**config.mk**
```make
export PLATFORM = sky130hd
export DESIGN_NAME = benchTop
export DESIGN_NICKNAME = d
export VERILOG_FILES = /design/src/common/harnessPkg.sv /design/src/design/benchTop.sv /design/src/display/segScanner.sv /design/src/display/pageSelect.sv /design/src/design/eventCounter.sv /design/src/control/runControl.sv /design/src/design/panelSampler.sv
export SDC_FILE = /design/constraint.sdc
export NUM_CORES = 1
export LEC_CHECK = 0
export BUFFER_PORTS_ARGS = -buffer_cell sky130_fd_sc_hd__clkbuf_2
export CAP_MARGIN = 30
export CORE_ASPECT_RATIO = 0.9
export CORE_UTILIZATION = 40
export CTS_CLUSTER_DIAMETER = 100
export DETAILED_ROUTE_END_ITERATION = 7
export GPL_TIMING_DRIVEN = 0
export PLACE_DENSITY = 0.59
export SLEW_MARGIN = 30
export SYNTH_ARGS = -nofsm -noshare
export SYNTH_HDL_FRONTEND = slang
export SYNTH_SLANG_ARGS = --single-unit
```
**constraint.sdc**
```tcl
create_clock -name f100Hz -period 3 [get_ports f100Hz]
set_clock_uncertainty 0.2 [all_clocks]
set_input_delay 0 -clock f100Hz [delete_from_list [all_inputs] [get_ports f100Hz]]
set_output_delay 0 -clock f100Hz [all_outputs]
set_load 0.01 [all_outputs]
```
**src/common/harnessPkg.sv**
```systemverilog
package harnessPkg;

   //////////////////////////////
   // Sizes
   //////////////////////////////

   localparam int numDigits     = 8;
   localparam int digitCycles   = 2;
   localparam int counterWidth  = 32;
   localparam int maxRateCode   = 3;

   // Scanner counter widths
   localparam int phaseWidth    = $clog2(digitCycles);
   localparam int digitIdxWidth = $clog2(numDigits);

   // Display page codes, anything else shows zero
   localparam logic [3:0] pageCounter  = 4'd0;
   localparam logic [3:0] pageSwitches = 4'd1;
   localparam logic [3:0] pageStatus   = 4'd2;

   //////////////////////////////
   // Types
   //////////////////////////////

   typedef enum logic [1:0] {
      stStopped = 2'd0,
      stRunning = 2'd1,
      stStep    = 2'd2,
      stClear   = 2'd3
   } runStateT;

   typedef struct packed {
      logic centre;
      logic up;
      logic right;
   } panelButtonsT;

   typedef struct packed {
      logic [15:0]  switches;
      panelButtonsT buttons;
   } panelInT;

   // Digit 0 is the least significant nibble
   typedef union packed {
      logic [31:0]                whole;
      logic [numDigits-1:0][3:0] digit;
   } displayWordT;

endpackage
```
**src/design/benchTop.sv**
```systemverilog
`timescale 1ns/1ps

module benchTop
   import harnessPkg::*;
(
   input  logic        f100Hz,
   input  logic        res,
   input  panelInT     panel,
   output logic [15:0] leds,
   output logic [7:0]  seg,
   output logic [7:0]  an
);

   panelInT                 sampled;
   panelButtonsT            pressed;
   runStateT                state;
   logic                    countEnable;
   logic                    stepPulse;
   logic                    clearPulse;
   logic [counterWidth-1:0] count;
   displayWordT             word;
   logic                    wordValid;
   logic                    wordReady;

   //////////////////////////////
   // Panel input and control
   //////////////////////////////

   panelSampler uSampler (
      .f100Hz  (f100Hz),
      .res     (res),
      .panel   (panel),
      .sampled (sampled),
      .pressed (pressed)
   );

   runControl uControl (
      .f100Hz      (f100Hz),
      .res         (res),
      .pressed     (pressed),
      .state       (state),
      .countEnable (countEnable),
      .stepPulse   (stepPulse),
      .clearPulse  (clearPulse)
   );

   // Rate code on switches 15..12
   eventCounter uCounter (
      .f100Hz      (f100Hz),
      .res         (res),
      .rateCode    (sampled.switches[15:12]),
      .countEnable (countEnable),
      .stepPulse   (stepPulse),
      .clearPulse  (clearPulse),
      .count       (count)
   );

   //////////////////////////////
   // Display path
   //////////////////////////////

   // Page code on switches 7..4
   pageSelect uPage (
      .f100Hz    (f100Hz),
      .res       (res),
      .pageCode  (sampled.switches[7:4]),
      .count     (count),
      .switches  (sampled.switches),
      .state     (state),
      .rateCode  (sampled.switches[15:12]),
      .word      (word),
      .wordValid (wordValid),
      .wordReady (wordReady)
   );

   segScanner uScanner (
      .f100Hz    (f100Hz),
      .res       (res),
      .word      (word),
      .wordValid (wordValid),
      .wordReady (wordReady),
      .seg       (seg),
      .an        (an)
   );

   assign leds = count[15:0];

endmodule

```
**src/display/segScanner.sv**
```systemverilog
`timescale 1ns/1ps

module segScanner
   import harnessPkg::*;
(
   input  logic        f100Hz,
   input  logic        res,
   input  displayWordT word,
   input  logic        wordValid,
   output logic        wordReady,
   output logic [7:0]  seg,
   output logic [7:0]  an
);

   displayWordT              frameBuf;
   logic                     loaded;
   logic [phaseWidth-1:0]    phase;
   logic [digitIdxWidth-1:0] digitIdx;
   logic                     frameEnd;
   logic                     accept;
   logic [3:0]               hexVal;
   logic [6:0]               segOn;

   //////////////////////////////
   // Frame timing
   //////////////////////////////

   assign frameEnd  = (phase == phaseWidth'(digitCycles - 1)) &&
                      (digitIdx == digitIdxWidth'(numDigits - 1));
   // Ready until the first word, then once per frame
   assign wordReady = !loaded || frameEnd;
   assign accept    = wordReady && wordValid;

   always_ff @(posedge f100Hz or posedge res)
   begin
      if (res)
      begin
         loaded   <= 1'b0;
         phase    <= '0;
         digitIdx <= '0;
      end
      else if (accept)
      begin
         // New frame starts right after the accept
         loaded   <= 1'b1;
         phase    <= '0;
         digitIdx <= '0;
      end
      else if (phase == phaseWidth'(digitCycles - 1))
      begin
         phase    <= '0;
         digitIdx <= digitIdx + 1'b1;
      end
      else
      begin
         phase <= phase + 1'b1;
      end
   end

   always_ff @(posedge f100Hz)
   begin
      if (accept)
         frameBuf <= word;
   end

   //////////////////////////////
   // Hex decode, gfedcba
   //////////////////////////////

   assign hexVal = frameBuf.digit[digitIdx];

   always_comb
   begin
      case (hexVal)
         4'h0: segOn = 7'h3F;
         4'h1: segOn = 7'h06;
         4'h2: segOn = 7'h5B;
         4'h3: segOn = 7'h4F;
         4'h4: segOn = 7'h66;
         4'h5: segOn = 7'h6D;
         4'h6: segOn = 7'h7D;
         4'h7: segOn = 7'h07;
         4'h8: segOn = 7'h7F;
         4'h9: segOn = 7'h6F;
         4'hA: segOn = 7'h77;
         4'hB: segOn = 7'h7C;
         4'hC: segOn = 7'h39;
         4'hD: segOn = 7'h5E;
         4'hE: segOn = 7'h79;
         default: segOn = 7'h71;
      endcase
   end

   // Active low outputs, blank before the first word, dp off
   assign seg = loaded ? {1'b1, ~segOn} : 8'hFF;
   assign an  = loaded ? ~(8'h01 << digitIdx) : 8'hFF;

endmodule

```
**src/display/pageSelect.sv**
```systemverilog
`timescale 1ns/1ps

module pageSelect
   import harnessPkg::*;
(
   input  logic                    f100Hz,
   input  logic                    res,
   input  logic [3:0]              pageCode,
   input  logic [counterWidth-1:0] count,
   input  logic [15:0]             switches,
   input  runStateT                state,
   input  logic [3:0]              rateCode,
   output displayWordT             word,
   output logic                    wordValid,
   input  logic                    wordReady
);

   displayWordT nextWord;
   logic        load;

   //////////////////////////////
   // Page mux
   //////////////////////////////

   always_comb
   begin
      case (pageCode)
         pageCounter:  nextWord.whole = count;
         pageSwitches: nextWord.whole = {16'd0, switches};
         // State in digit 0, rate in digit 1
         pageStatus:   nextWord.whole = {24'd0, rateCode, 2'b00, state};
         default:      nextWord.whole = 32'd0;
      endcase
   end

   // Empty register or transfer this cycle
   assign load = !wordValid || wordReady;

   always_ff @(posedge f100Hz or posedge res)
   begin
      if (res)
         wordValid <= 1'b0;
      else if (load)
         wordValid <= 1'b1;
   end

   always_ff @(posedge f100Hz)
   begin
      if (load)
         word <= nextWord;
   end

endmodule

```
**src/design/eventCounter.sv**
```systemverilog
`timescale 1ns/1ps

module eventCounter
   import harnessPkg::*;
(
   input  logic                    f100Hz,
   input  logic                    res,
   input  logic [3:0]              rateCode,
   input  logic                    countEnable,
   input  logic                    stepPulse,
   input  logic                    clearPulse,
   output logic [counterWidth-1:0] count
);

   logic [9:0] prescale;
   logic [9:0] prescaleLast;
   logic [3:0] lastRate;
   logic       rateChange;
   logic       rateOk;
   logic       tick;

   // Terminal prescaler value per decade
   always_comb
   begin
      case (rateCode)
         4'd0:    prescaleLast = 10'd0;
         4'd1:    prescaleLast = 10'd9;
         4'd2:    prescaleLast = 10'd99;
         4'd3:    prescaleLast = 10'd999;
         default: prescaleLast = 10'd0;
      endcase
   end

   assign rateChange = (rateCode != lastRate);
   assign rateOk     = (rateCode <= maxRateCode);
   assign tick       = countEnable && rateOk && !rateChange && (prescale == prescaleLast);

   //////////////////////////////
   // Prescaler and counter
   //////////////////////////////

   always_ff @(posedge f100Hz or posedge res)
   begin
      if (res)
      begin
         lastRate <= '0;
         prescale <= '0;
         count    <= '0;
      end
      else
      begin
         lastRate <= rateCode;
         // Restart on clear, rate change, stop, or after each tick
         if (clearPulse || rateChange || !countEnable || !rateOk || tick)
            prescale <= '0;
         else
            prescale <= prescale + 10'd1;

         if (clearPulse)
            count <= '0;
         else if (stepPulse || tick)
            count <= count + 1'b1;
      end
   end

endmodule

```
**src/control/runControl.sv**
```systemverilog
`timescale 1ns/1ps

module runControl
   import harnessPkg::*;
(
   input  logic         f100Hz,
   input  logic         res,
   input  panelButtonsT pressed,
   output runStateT     state,
   output logic         countEnable,
   output logic         stepPulse,
   output logic         clearPulse
);

   runStateT nextState;

   //////////////////////////////
   // Next state
   //////////////////////////////

   always_comb
   begin
      nextState = state;
      // Clear wins over everything
      if (pressed.up)
      begin
         nextState = stClear;
      end
      else
      begin
         case (state)
            stStopped:
            begin
               if (pressed.right)
                  nextState = stStep;
               else if (pressed.centre)
                  nextState = stRunning;
            end
            stRunning:
            begin
               if (pressed.centre)
                  nextState = stStopped;
            end
            // Step and clear last one cycle
            stStep:  nextState = stStopped;
            stClear: nextState = stStopped;
            default: nextState = stStopped;
         endcase
      end
   end

   always_ff @(posedge f100Hz or posedge res)
   begin
      if (res)
         state <= stStopped;
      else
         state <= nextState;
   end

   //////////////////////////////
   // Outputs from state only
   //////////////////////////////

   assign countEnable = (state == stRunning);
   assign stepPulse   = (state == stStep);
   assign clearPulse  = (state == stClear);

endmodule

```
**src/design/panelSampler.sv**
```systemverilog
`timescale 1ns/1ps

module panelSampler
   import harnessPkg::*;
(
   input  logic         f100Hz,
   input  logic         res,
   input  panelInT      panel,
   output panelInT      sampled,
   output panelButtonsT pressed
);

   panelInT      stage1;
   panelInT      stage2;
   panelButtonsT stage3;

   //////////////////////////////
   // Two-flop synchroniser
   //////////////////////////////

   always_ff @(posedge f100Hz or posedge res)
   begin
      if (res)
      begin
         stage1 <= '0;
         stage2 <= '0;
      end
      else
      begin
         stage1 <= panel;
         stage2 <= stage1;
      end
   end

   assign sampled = stage2;

   // Edge detect on the buttons, one pulse per press
   always_ff @(posedge f100Hz or posedge res)
   begin
      if (res)
      begin
         stage3  <= '0;
         pressed <= '0;
      end
      else
      begin
         stage3  <= stage2.buttons;
         pressed <= stage2.buttons & ~stage3;
      end
   end

endmodule

```
**Word level (Yosys, flattened, before mapping)**

Memory sizes are Yosys's and may differ from the RTL's.
Cells that the tools add are included.

- Add/subtract/negate cells: 4
- $mul: 0
- Div/mod/pow operators: 0
- Order comparisons: 2
- Equality and inequality tests: 13
- Shift operators: 1
- Multiplexer cells: 18
- Bitwise operators: 4
- Reduce and logical (&&, ||, !) cells: 23

Operators with widths:

| cell | count |
|---|---|
| 32-bit case mux with 3 select lines | 1 |
| 32-bit two-way mux | 2 |
| 32-bit by 1-bit adder with 32-bit output (second input constant) | 1 |
| 10-bit case mux with 3 select lines | 1 |
| 4-bit binary-select mux with 3-bit select | 1 |
| 4-bit by 2-bit == test with 1-bit output (second input constant) | 3 |
| 10-bit by 1-bit adder with 10-bit output (second input constant) | 1 |
| 10-bit == test | 1 |
| 10-bit two-way mux | 1 |
| 4-bit by 1-bit == test with 1-bit output (second input constant) | 2 |
| 2-bit two-way mux | 4 |
| 8-bit two-way mux | 1 |
| 8-bit inverter | 1 |
| 1-bit by 3-bit << shifter with 8-bit output (first input constant) | 1 |
| 1-bit logical OR | 7 |
| 7-bit two-way mux | 1 |
| 7-bit inverter | 1 |
| 3-bit two-way mux | 2 |
| 2-bit case mux with 3 select lines | 1 |
| 1-bit logical AND | 5 |
| 1-bit logical NOT | 5 |
| 2-bit == test (second input constant) | 2 |
| 4-bit by 2-bit less-or-equal comparator with 1-bit output (second input constant) | 1 |
| 4-bit logical NOT | 1 |
| 16 further kinds | 18 |

- Register bits after elaboration: 162
- Bits in latches: 0
- RAM bits: 0
- Bits in read-only memories: 112
- Bits of input ports: 21
- Output and inout port bits: 32
- Logic and storage cells: 90
- Memories kept: 1

Memory list:

| name | words | width | read ports | clocked after Yosys merged registers in | wr ports | RTL line | RTL |
|---|---|---|---|---|---|---|---|
| (no name shown) | 16 | 7 | 1 | 0 | 0 | segScanner.sv:74 | `case (hexVal)` |

**Depth between registers and ports, before layout**

Gate-level depths: netlist (run 1).

- Depth in word-level cells: 7
- Gate-level depth with buffers: 10
- Depth with buffers taken out: 9

**Hierarchy**

From an unflattened synthesis (run 1), not the netlist that was laid out.

- Cells, all modules: 555
- Area total of the unflattened synthesis: 7055.5 µm²

Modules (own cells, without submodules):

| module | instances | cells each | area an instance (µm²) | sequential area each (µm²) |
|---|---|---|---|---|
| eventCounter | 1 | 271 | 2458.6 | 1151.1 |
| segScanner | 1 | 133 | 1896.8 | 1086.0 |
| pageSelect | 1 | 92 | 1446.4 | 985.9 |
| panelSampler | 1 | 48 | 1146.1 | 1101.1 |
| runControl | 1 | 11 | 107.6 | 50.0 |

**Worst setup path before layout (run 1)**

OpenSTA, ideal clock, no wires.

- Path kind: reg2reg
- Start: register uScanner.digitIdx[0]
- End: register uScanner.frameBuf[0] (netlist name) (enable)
- Setup time: 0.431 ns
- Data arrival time: 2.359 ns
- Data required time: 2.369 ns
- Path slack: 0.010 ns
- Stages on the path, launching flop included: 5
- Path buffers: 0
- Clock period less this slack: 2.990 ns
- Cells stage by stage: dfrtp_1 > ha_1 > ha_1 > a21boi_0 > nor2b_1

- Longest elaborated chain between the ends: 4

RTL lines:

| what | RTL line | RTL |
|---|---|---|
| from (decl) | segScanner.sv:18 | `logic [digitIdxWidth-1:0] digitIdx;` |
| from (signal assigned) | segScanner.sv:52 | `digitIdx <= digitIdx + 1'b1;` |
| 3-bit == test | segScanner.sv:29 | `(digitIdx == digitIdxWidth'(numDigits - 1));` |
| 1-bit logical AND | segScanner.sv:28 | `assign frameEnd = (phase == phaseWidth'(digitCycles - 1)) &&` |
| 1-bit logical OR | segScanner.sv:31 | `assign wordReady = !loaded \|\| frameEnd;` |
| 1-bit logical AND | segScanner.sv:32 | `assign accept = wordReady && wordValid;` |
| net uScanner.accept | segScanner.sv:20 | `logic accept;` |
| to (signal assigned) | segScanner.sv:63 | `frameBuf <= word;` |
| to (decl) | segScanner.sv:15 | `displayWordT frameBuf;` |

The timed path passes the listed nets, and every way through them passes these cells.
A chain may end at the register's enable or synchronous reset.

**Worst setup path after layout (run 1)**

- Start: register uSampler.stage2, in the netlist uSampler.sampled[16]
- End: register uCounter.count[14]

- Longest elaborated chain between the ends: 6
- Elaborated cells between the ends (all ways): 13
- Those cells by class: 1 x order compare; 5 x eq/ne; 1 x mux; 6 x reduce/logical

RTL lines:

| what | RTL line | RTL |
|---|---|---|
| from (decl) | panelSampler.sv:14 | `panelInT stage2;` |
| from (signal assigned) | panelSampler.sv:31 | `stage2 <= stage1;` |
| 4-bit by 2-bit == test with 1-bit output (tied with other cells) | eventCounter.sv:25 | `case (rateCode)` |
| 10-bit case mux with 3 select lines (tied with other cells) | eventCounter.sv:25 |  |
| 10-bit == test / 1-bit logical AND (equally long branches) | eventCounter.sv:36 | `assign tick = countEnable && rateOk && !rateChange && (prescale == prescaleLast);` |
| 1-bit logical AND (*) | eventCounter.sv:36 |  |
| 1-bit logical OR (*) | eventCounter.sv:61 | `else if (stepPulse \|\| tick)` |
| 2-bit nonzero test (no line) (*) | -- |  |
| to (signal assigned) | eventCounter.sv:62 | `count <= count + 1'b1;` |
| to (decl) | eventCounter.sv:12 | `output logic [counterWidth-1:0] count` |

Every way passes the cells marked *; elsewhere a longest branch is shown, timed or not.

==> results of run 1 <==
-- report_power, final --
group | total, uW | leakage [uW] | switching [uW] | internal (uW)
sequential | 2620 | 0.00186 | 108 | 2520
combinational | 1850 | 0.00131 | 983 | 862
clock | 2300 | 0.000305 | 864 | 1430
total | 6770 | 0.00348 | 1960 | 4810
-- kinds of logic (layout without fill, tap and decap cells) --
kind of cell               count (synthesis)  after routing  share of synthesized area, %
and+or+nand+nor                          195            195                          14.9
DFF                                      162            162                          63.6
AOI/OAI and AO/OA                         91             91                          8.82
buffers and inverters                     55            168                          4.13
muxes                                     19             19                          4.40
adders and majority gates                 14             14                          2.55
xor gates and xnor gates                  12             12                          1.53
other                                      1              2                        0.0545
-- how the worst min path moves through the flow --
| stage | start | endpoint | slack, ns |
|---|---|---|---|
| global placement | panel[5] | uSampler.stage1[5] | -0.09 |
| detailed placement | res | uCounter.prescale[4] | -0.1 |
| CTS | panel[10] | uSampler.stage1[10] | 0.001 |
| finish | panel[9] | uSampler.stage1[9] | 0.02 |
| floorplan | panel[0] | uSampler.stage1[0] | -0.17 |
| global route | panel[9] | uSampler.stage1[9] | 0.004 |
-- through the flow --
stage          utilization (%)  TNS (ns)
2_1_floorplan                -         0
3_3_place_gp              44.0   -108.92
3_5_place_dp              44.4    -0.391
4_1_cts                   49.8  -0.00836
5_1_grt                   50.5   -0.0823
6_report                  50.5         0
-- critical path, cell delays in order, from the launching register on --
cell,delay (ns)
dfrtp_1,0.40
buf_6,0.14
nor3b_1,0.14
or4_4,0.43
a2111oi_4,0.47
buf_4,0.20
a41oi_4,0.18
buf_6,0.19
or3_1,0.34
a21oi_1,0.15
-- what timing repair did --
action / 4_1_cts / 5_1_grt
hold endpoints to repair: 117 / 0
setup buffers: 3 / 5
pin swaps: 0 / 4
gates cloned: 0 / 1
resized for setup: 12 / 21
endpoints found under the setup margin: 7 / 27
hold buffers: 21 / 0
-- cell usage in the layout (no fill, tap or decap), types with 3 or more instances in the layout --
master,synthesis,routed
buf_6,1,4
buf_4,17,25
nor4_1,6,5
and3_1,8,7
o21ai_0,6,6
nand2_1,38,36
clkbuf_16,0,20
nor3_1,6,6
a21oi_1,29,29
clkbuf_2,0,52
nor2b_1,5,4
o21ai_1,17,17
o211ai_1,5,5
nor2_1,39,39
inv_2,0,3
o31ai_1,6,6
bufinv_16,0,3
inv_1,13,9
buf_2,5,3
a22o_1,10,10
dlygate4sd3_1,0,21
dfrtp_1,98,97
mux4_2,9,9
and2_1,19,18
clkbuf_1,19,14
nand3_1,21,21
o311ai_0,4,3
mux2i_1,10,9
nand4_1,12,12
xor2_1,6,6
edfxtp_1,64,64
and4_1,3,3
xnor2_1,6,6
or3_1,22,22
ha_1,14,11
clkinv_4,0,3
or4_1,7,7
-- per-layer routing --
metal	vias up	GRT usage [%]	share of wire, %
met4	0	5.69	0.99
met5	-	0	0
li1	2193	-	-
met1	2267	22.2	47
met3	11	4.42	3.9
met2	91	27.8	49
-- flip-flops by register name (all words and copies together), names as in the netlist --
signal,cells
uSampler.stage3,3
uSampler.pressed,3
uPage.word,32
uCounter.prescale,10
uScanner.loaded,1
uCounter.lastRate,4
uControl.state,2
uCounter.count,32
uScanner.digitIdx,3
uSampler.stage1,19
uPage.wordValid,1
uScanner.phase,1
uSampler.sampled,19
uScanner.frameBuf,32
-- cell type report --
class | count | area, sq um | share of cell area [%]
tap | 211 | 264 | 3.10
timing repair buffer | 84 | 619 | 7.28
clock buffer | 21 | 493 | 5.80
clock inverter | 11 | 148 | 1.74
buffer | 39 | 248 | 2.91
sequential | 162 | 4380 | 51.4
inverter | 13 | 53.8 | 0.633
multi-input combinational | 333 | 2300 | 27.1
==> out/metrics.yaml, run 1 <==
outcome:
  status: "completed"
clock_network:
  clk_path_buf_depth: 2
  clk_pin_slew_ns: 0.06
  clock-root-buffer: "clkbuf_16"
  clock-sinks: 162
  clock_latency_ns: 0.42
  tritoncts: "built"
  numCtsBuffers: 17
  h-tree-depth: 4
grt:
  grt_overflow: 0
  grt_pass1_vias: 4629
  grt_max_degree: 59
  antenna_found_initial: 0
  grt_pass1_wl_mm: 23.2
  grtUsageTotal_pct: 17.0
final_layout:
  design_area_sq_mm: 0.00850
  layout-area-overhead-vs-synth_pct: 23.6
  fillers: 1473
  fin_cells: 874
  drive_above_1_share_pct: 22.6
  nets: 685
  diodes: 0
routing:
  drt-total-wl_mm: 14.0
  drc: 0
  drt-initial-drc-count: 315
  antenna_left: 0
  vias: 4562
  dr.pass1.iters: 4
  post_drt_via_cell_ratio: 5.22
  wire_per_inst_um: 16.0
die:
  die_area_sq_mm: 0.0177
  die_width_um: 140
  boundaryPins: 53
  die_h_um: 126
  core-area_sq_mm: 0.0168
  start_util_pct: 40.9
  num_rows: 45
sta:
  setup_ws_ns: 0.0724
  final.min_clock_period_ns: 2.93
  max-slew-margin-rel_pct: 51.2
  finalHoldViolations: 0
  fin_crit_sh_pct: 97.6
  maxSlewViolCount: 0
  fmax_mhz: 342
  holdWs_ns: 0.0212
  rsz0062_at_grt: "true"
  tightest_slew_ns: 0.730
  setup_viol: 0
yosys:
  synth_edf_count: 64
  ys_seq_area_share_pct: 63.6
  syn_area_sq_mm: 0.00688
  synthArstFlopShare_pct: 60.5
  syn_inst: 549
  ys_warn_count: 0
  avgSynthCellArea_sq_um: 12.5
  synth_most_common_cell: "dfrtp_1"
  ys.flop_type: "dfrtp_1"
  synthDistinctLibCells: 51
  synth_largest_area_cell: "dfrtp_1"
  synth.ff_latch_count: 162
  synth_common_cells: "98 x dfrtp_1, 64 x edfxtp_1, 39 x nor2_1"
  ys_top_cells_by_area: "dfrtp_1 36%, edfxtp_1 28%, mux4_2 2.9%, ha_1 2.5%, nor2_1 2.1%"
  synth_top_cell_area_share_pct: 35.6
setup_path:
  reg2reg_slack_ns: 0.07
  cp-startpoint: "uSampler.sampled[16]"
  critPathLaunchType: "flip-flop"
  rr_startpoint: "uSampler.sampled[16]"
  crit_path_end_kind: "flip-flop"
  critPathArrivalTime_ns: 3.07
  required_ns: 3.14
  path_class: "reg2reg"
  cp-endpoint: "uCounter.count[14]"
  path_max_fanout: 8
  rr_endpoint: "uCounter.count[14]"
  ff2ff_path_depth: 9
pwr:
  cellLeakagePower_uw: 0.00348
  p_total_uw: 6770
  ir_drop_uv: 438
  power_density_mw_per_mm2: 796
placement:
  dp_hpwl_mm: 9.44
  pre_cts_slack_ns: -0.220
  dp_cells: 815
  gp_congestion: 0.821
  port_buffers: 51
  placed_cell_area_sq_mm: 0.00748
flow_run:
  maxCapViolCount: 0
hold_path:
  holdPathStages: 2
  hold_class: "in2reg"
Power figures use the tool's default switching activity.
==> run 2, diff against run 1 <==
--- a/config.mk
+++ b/config.mk
@@ -8,12 +8,12 @@
 export BUFFER_PORTS_ARGS = -buffer_cell sky130_fd_sc_hd__clkbuf_2
 export CAP_MARGIN = 30
 export CORE_ASPECT_RATIO = 0.9
-export CORE_UTILIZATION = 40
+export CORE_UTILIZATION = 54
 export CTS_CLUSTER_DIAMETER = 100
 export DETAILED_ROUTE_END_ITERATION = 7
 export GPL_TIMING_DRIVEN = 0
-export PLACE_DENSITY = 0.59
-export SLEW_MARGIN = 30
+export PLACE_DENSITY = 0.76
+export SLEW_MARGIN = 20
 export SYNTH_ARGS = -nofsm -noshare
 export SYNTH_HDL_FRONTEND = slang
 export SYNTH_SLANG_ARGS = --single-unit
==> run 2 against run 1 <==
Hold slack better by 0.0040 ns. Maximum frequency is 1.3% lower. Via count is 4.9% higher. Critical path type unchanged. Sequential share of layout area is 0.89 points higher. Largest cell class unchanged. Clock-buffer cell count is 1 higher.
==> out/metrics.yaml, run 2 (same netlist as run 1, synthesis figures left out) <==
outcome:
  status: "completed"
grt:
  antenna_found_initial: 0  # unchanged
  grtUsageTotal_pct: 23.0  # +6.0 points
  grt_max_degree: 76  # +29%
  grt_pass1_vias: 4608  # -0.45%
  grt_pass1_wl_mm: 22.6  # -2.6%
  grt_overflow: 0  # unchanged
die:
  die_area_sq_mm: 0.0132  # -26%
  num_rows: 38  # -16%
  start_util_pct: 56.3  # +15 points
  die_h_um: 109  # -14%
  die_width_um: 121  # -14%
  core-area_sq_mm: 0.0122  # -27%
  boundaryPins: 53  # unchanged
placement:
  dp_hpwl_mm: 9.22  # -2.3%
  placed_cell_area_sq_mm: 0.00741  # -0.85%
  pre_cts_slack_ns: -0.191  # +0.0284 ns
  port_buffers: 51  # unchanged
  gp_congestion: 0.885  # +7.8%
  dp_cells: 763  # -6.4%
sta:
  final.min_clock_period_ns: 2.96  # +0.0372 ns
  setup_viol: 0  # unchanged
  maxSlewViolCount: 0  # unchanged
  tightest_slew_ns: 0.893  # +0.163 ns
  fin_crit_sh_pct: 98.8  # +1.2 points
  finalHoldViolations: 0  # unchanged
  rsz0062_at_grt: "true"
  fmax_mhz: 337  # -1.3%
  max-slew-margin-rel_pct: 40.0  # -11 points
  holdWs_ns: 0.0251  # +0.00395 ns
  setup_ws_ns: 0.0352  # -0.0372 ns
setup_path:
  cp_top_family: "compound AO/OA/AOI/OAI gates"
  path_max_fanout: 10  # +2
  path_cells: "buf_6 -> nor3b_1 -> or4_4 -> a2111oi_4 -> buf_4 -> a41oi_4 -> buf_2 -> o41ai_1"
  crit_slowest_cell: "or4_4"
  ff2ff_path_depth: 8  # -1
  reg2reg_slack_ns: 0.04  # -0.04 ns
  path_class: "reg2reg"
  critPathArrivalTime_ns: 3.06  # about the same
  cp_num_buf_inv: 3  # unchanged
  rr_endpoint: "uCounter.count[28]"
  critPathLaunchType: "flip-flop"
  crit_path_end_kind: "flip-flop"
  required_ns: 3.09  # -0.05 ns
  max_stage_delay_ns: 0.44  # -0.03 ns
  rr_startpoint: "uSampler.sampled[16]"
pwr:
  clkPwrFrac_pct: 32.0  # -1.9 points
  p_total_uw: 6430  # -5.0%
  swShare_pct: 29.9  # +1.0 points
  power_density_mw_per_mm2: 769  # -3.4%
  cellLeakagePower_uw: 0.00346  # -0.37%
  power_frac_comb_pct: 27.4  # about the same
  seqPwrFrac_pct: 40.6  # +1.8 points
  ir_drop_uv: 615  # +40%
  p_switching_uw: 1920  # -1.7%
  intPower_uw: 4500  # -6.4%
clock_network:
  clock-root-buffer: "clkbuf_16"
  clock-sinks: 162  # unchanged
  tritoncts: "built"
  clock_latency_ns: 0.42  # about the same
  h-tree-depth: 4  # unchanged
  numCtsBuffers: 17  # unchanged
  clk_path_buf_depth: 2  # unchanged
  clk_pin_slew_ns: 0.06  # about the same
routing:
  dr.pass1.iters: 6  # +2
  drt-initial-drc-count: 475  # +51%
  wire_per_inst_um: 17.2  # +7.6%
  drt-total-wl_mm: 14.2  # +1.6%
  drc: 0  # unchanged
  antenna_left: 0  # unchanged
  vias: 4784  # +4.9%
  post_drt_via_cell_ratio: 5.80  # +11%
final_layout:
  diodes: 0  # unchanged
  fin_cells: 825  # -5.6%
  regArea_sq_mm: 0.00437  # about the same
  final_cell_mix: "98 x dfrtp_1, 64 x edfxtp_1, 55 x clkbuf_2, 39 x nor2_1, 36 x nand2_1"
  design_area_sq_mm: 0.00836  # -1.7%
  nets: 688  # +0.44%
  layout-area-overhead-vs-synth_pct: 21.5
  drive_above_1_share_pct: 21.8  # -0.82 points
  mostFrequentLayoutCell: "dfrtp_1"
  multi_input_area_sq_mm: 0.00228  # -0.87%
  reg_top3: "uCounter.count: 32 flops, uPage.word: 32 flops, uScanner.frameBuf: 32 flops"
  fillers: 811  # -45%
hold_path:
  holdPathStages: 2  # unchanged
  min_to: "uSampler.stage1[13]"
  hold_class: "in2reg"
  worstHoldStart: "panel[13]"
flow_run:
  maxCapViolCount: 0  # unchanged
[run 2: cell count changes in the layout (fill, tap and decap cells not counted), moves of 3 or more]
cell	before	now
bufinv_16	3	0
dlygate4sd3_1	21	25
clkbuf_2	52	55
clkbuf_8	1	4
[run 2: power by group through the flow]
stage	Sequential [uW]	Clock, uW	Combinational, uW
2_1_floorplan	2620	0	1080
3_3_place_gp	2650	0	1440
3_5_place_dp	2650	0	1550
4_1_cts	2610	2080	1670
5_1_grt	2630	2170	1950
6_report	2610	2050	1760
[run 2: area by class of cell]
cell class / count / area share [%]
Sequential cell: 162 / 52.3
Multi-Input combinational cell: 333 / 27.3
Timing Repair Buffer: 86 / 7.47
Clock buffer: 22 / 6.05
Buffer: 40 / 2.96
Tap cell: 160 / 2.40
Clock inverter: 9 / 0.823
Inverter: 13 / 0.644
[run 2: routing by layer]
metal  vias up  GRT usage [%]  share of wire [%]
li1       2190              -                  -
met1      2359           29.1                 42
met2       203           37.6                 50
met3        32           6.17                6.4
met4         0           10.1                2.0
met5         -              0                  0
[run 2: repair_timing]
action	CTS	global route
endpoints found under the hold margin	117	0
buffers inserted	3	5
resized for setup	7	16
pin swaps	0	1
gates cloned	0	0
hold buffers	25	0
setup endpoints to repair	9	29
[run 2: worst register-to-register path: cells and delay by family, from the launching register on]
kind,cells,cell delay (ns)
compound gates,3,1.01
buf+inv,3,0.66
simple gates,2,0.60
flops,1,0.38
[run 2: worst max-delay path by stage]
| stage | depth (start not counted) | from | endpoint | slack [ns] |
|---|---|---|---|---|
| after global placement | 2 | res | uScanner.phase | -0.72 |
| after CTS | 7 | uSampler.sampled[17] | uCounter.count[28] | -0.04 |
| final | 8 | uSampler.sampled[16] | uCounter.count[28] | 0.04 |
| after global routing | 8 | uScanner.digitIdx[0] | seg[3] | -0.05 |
| after detailed placement | 8 | uScanner.digitIdx[0] | seg[3] | -0.19 |
| after floorplan | 4 | uScanner.digitIdx[0] | uScanner.frameBuf[0] | 0.01 |
[run 2: through the flow]
stage / utilization [%] / TNS, ns
2_1_floorplan: - / 0
3_3_place_gp: 60.1 / -89.06
3_5_place_dp: 60.7 / -0.365
4_1_cts: 67.8 / -0.0506
5_1_grt: 68.4 / -0.0785
6_report: 68.4 / 0
==> run 3, diff against run 2 <==
--- a/config.mk
+++ b/config.mk
@@ -13,6 +13,7 @@
 export DETAILED_ROUTE_END_ITERATION = 7
 export GPL_TIMING_DRIVEN = 0
 export PLACE_DENSITY = 0.76
+export RECOVER_POWER = 25
 export SLEW_MARGIN = 20
 export SYNTH_ARGS = -nofsm -noshare
 export SYNTH_HDL_FRONTEND = slang
==> run 3 against run 2 <==
Sequential cell count stayed put. Sequential share of layout area about the same. Critical path type unchanged. Highest routed layer unchanged. Power is essentially flat. Largest cell class unchanged.
==> out/metrics.yaml, run 3 (same netlist as run 1, synthesis figures left out) <==
final_layout:
  reg_top3: "uCounter.count: 32 flops, uPage.word: 32 flops, uScanner.frameBuf: 32 flops"
  nets: 688  # unchanged
  final_cell_mix: "98 x dfrtp_1, 64 x edfxtp_1, 55 x clkbuf_2, 39 x nor2_1, 36 x nand2_1"
  layout-area-overhead-vs-synth_pct: 21.4  # about the same
  drive_above_1_share_pct: 21.8  # unchanged
  diodes: 0  # unchanged
  fin_cells: 825  # unchanged
  mostFrequentLayoutCell: "dfrtp_1"
sta:
  fmax_mhz: 339  # +0.54%
  tightest_slew_ns: 1.14  # +0.245 ns
  final.min_clock_period_ns: 2.95  # -0.0160 ns
  fin_crit_sh_pct: 98.3  # -0.53 points
  max-slew-margin-rel_pct: 23.7  # -16 points
  rsz0062_at_grt: "true"
  final.setup.tns_ns: 0  # unchanged
  finalHoldViolations: 0  # unchanged
  maxSlewViolCount: 0  # unchanged
  setup_viol: 0  # unchanged
placement:
  dp_hpwl_mm: 9.22  # unchanged
  dp_cells: 763  # unchanged
  port_buffers: 51  # unchanged
  gp_congestion: 0.885  # unchanged
routing:
  drc: 0  # unchanged
  drt-total-wl_mm: 14.3  # +0.26%
  wire_per_inst_um: 17.3  # +0.26%
  drt-initial-drc-count: 489  # +2.9%
  vias: 4791  # +0.15%
  post_drt_via_cell_ratio: 5.81  # +0.15%
  antenna_left: 0  # unchanged
  dr.pass1.iters: 8  # +2
clock_network:
  numCtsBuffers: 17  # unchanged
  clock_latency_ns: 0.42  # about the same
  clock-root-buffer: "clkbuf_16"
  clock-sinks: 162  # unchanged
  tritoncts: "built"
  clk_pin_slew_ns: 0.06  # about the same
  h-tree-depth: 4  # unchanged
  clk_path_buf_depth: 2  # unchanged
pwr:
  seqPwrFrac_pct: 40.7  # about the same
  p_switching_uw: 1930  # +0.14%
  ir_drop_uv: 616  # +0.23%
  cellLeakagePower_uw: 0.00346  # -0.13%
  power_frac_comb_pct: 27.4  # about the same
  clkPwrFrac_pct: 32.0  # about the same
  intPower_uw: 4500  # about the same
  power_density_mw_per_mm2: 769  # about the same
  swShare_pct: 30.0  # +0.033 points
grt:
  use_met1_pct: 29.1  # unchanged
  grt.met2_usage_pct: 37.6  # unchanged
  grt_max_degree: 76  # unchanged
  grtUsageTotal_pct: 23.0  # unchanged
  grt_overflow: 0  # unchanged
  grt_pass1_vias: 4608  # unchanged
  grt_pass1_wl_mm: 22.6  # unchanged
  grt.busiest_layer: "met2"
  met3_usage_pct: 6.17  # unchanged
  antenna_found_initial: 0  # unchanged
setup_path:
  critPathLaunchType: "flip-flop"
  max_stage_delay_ns: 0.44  # about the same
  required_ns: 3.10  # about the same
  path_max_fanout: 10  # unchanged
  path_class: "reg2reg"
  cp_num_buf_inv: 3  # unchanged
  cp_top_family: "compound AO/OA/AOI/OAI gates"
  crit_slowest_cell: "or4_4"
  critPathArrivalTime_ns: 3.05  # about the same
  crit_path_end_kind: "flip-flop"
  path_cells: "buf_6 -> nor3b_1 -> or4_4 -> a2111oi_4 -> buf_4 -> a41oi_4 -> buf_2 -> o41ai_1"
die:
  num_rows: 38  # unchanged
  core-area_sq_mm: 0.0122  # unchanged
  die_width_um: 121  # unchanged
  die_area_sq_mm: 0.0132  # unchanged
  start_util_pct: 56.3  # unchanged
  die_h_um: 109  # unchanged
  boundaryPins: 53  # unchanged
outcome:
  status: "completed"
hold_path:
  hold_class: "in2reg"
flow_run:
  maxCapViolCount: 0  # unchanged
==> run 3: cell types whose count changed in the layout (fill, tap and decap cells not counted) <==
| cell | change |
|---|---|
| clkinvlp_2 | +1 |
| inv_6 | -1 |
==> run 3: worst reg2reg max path, stage by stage (launching register included) <==
cell and delay, ns:
dfrtp_1 0.38, buf_6 0.14, nor3b_1 0.16, or4_4 0.44
a2111oi_4 0.35, buf_4 0.21, a41oi_4 0.22, buf_2 0.31
o41ai_1 0.43
==> run 3: per-layer routing <==
layer	share of wire (%)	up-vias
met5	0	-
met4	2.3	0
met3	6.6	34
met2	50	220
met1	41	2342
li1	-	2195
==> run 3: cell type report <==
cell class                      count  area [sq um]
Tap cell                          160           200
Multi-Input combinational cell    333          2280
Buffer                             40           248
Fill cell                         813          3860
Inverter                           13          50.0
Timing Repair Buffer               86           624
Clock inverter                      9          68.8
Clock buffer                       22           505
Sequential cell                   162          4370
==> run 3: path summary, 6_finish.rpt <==
path | from | endpoint | slack (ns) | cells after the start
max | uSampler.sampled[16] | uCounter.count[28] | 0.05 | 8
min reg2reg | uSampler.stage1[7] | uSampler.sampled[7] | 0.15 | 0
min | panel[13] | uSampler.stage1[13] | 0.02 | 2
min in group asynchronous | res | uSampler.stage1[2] | 0.71 | 4
max reg2reg | uSampler.sampled[16] | uCounter.count[28] | 0.05 | 8
max in group asynchronous | res | uScanner.digitIdx[0] | 1.04 | 5
==> run 3: what timing repair did <==
item,CTS,global route
pin swaps,0,1
hold endpoints to repair,117,0
endpoints found under the setup margin,9,29
buffers inserted,3,5
gates resized for setup,7,16
hold buffers,25,0
==> run 3: power groups by stage <==
stage / sequential, uW / clock (uW) / combinational (uW)
after floorplan: 2620 / 0 / 1080
after global placement: 2650 / 0 / 1440
after detailed placement: 2650 / 0 / 1550
after CTS: 2610 / 2080 / 1670
after global routing: 2630 / 2170 / 1950
final: 2610 / 2060 / 1760
==> run 3: per-stage QoR <==
step / power (uW) / area [sq um] / hold WS [ns] / util (%) / worst slack [ns]
2_1_floorplan: 3700 / 6880 / -0.169 / - / 0.0100
3_3_place_gp: 4090 / 7340 / -0.0922 / 60.1 / -0.720
3_5_place_dp: 4200 / 7410 / -0.239 / 60.7 / -0.191
4_1_cts: 6360 / 8280 / 0.000244 / 67.8 / -0.0425
5_1_grt: 6740 / 8350 / 0.0159 / 68.4 / -0.0489
6_report: 6430 / 8350 / 0.0190 / 68.4 / 0.0512
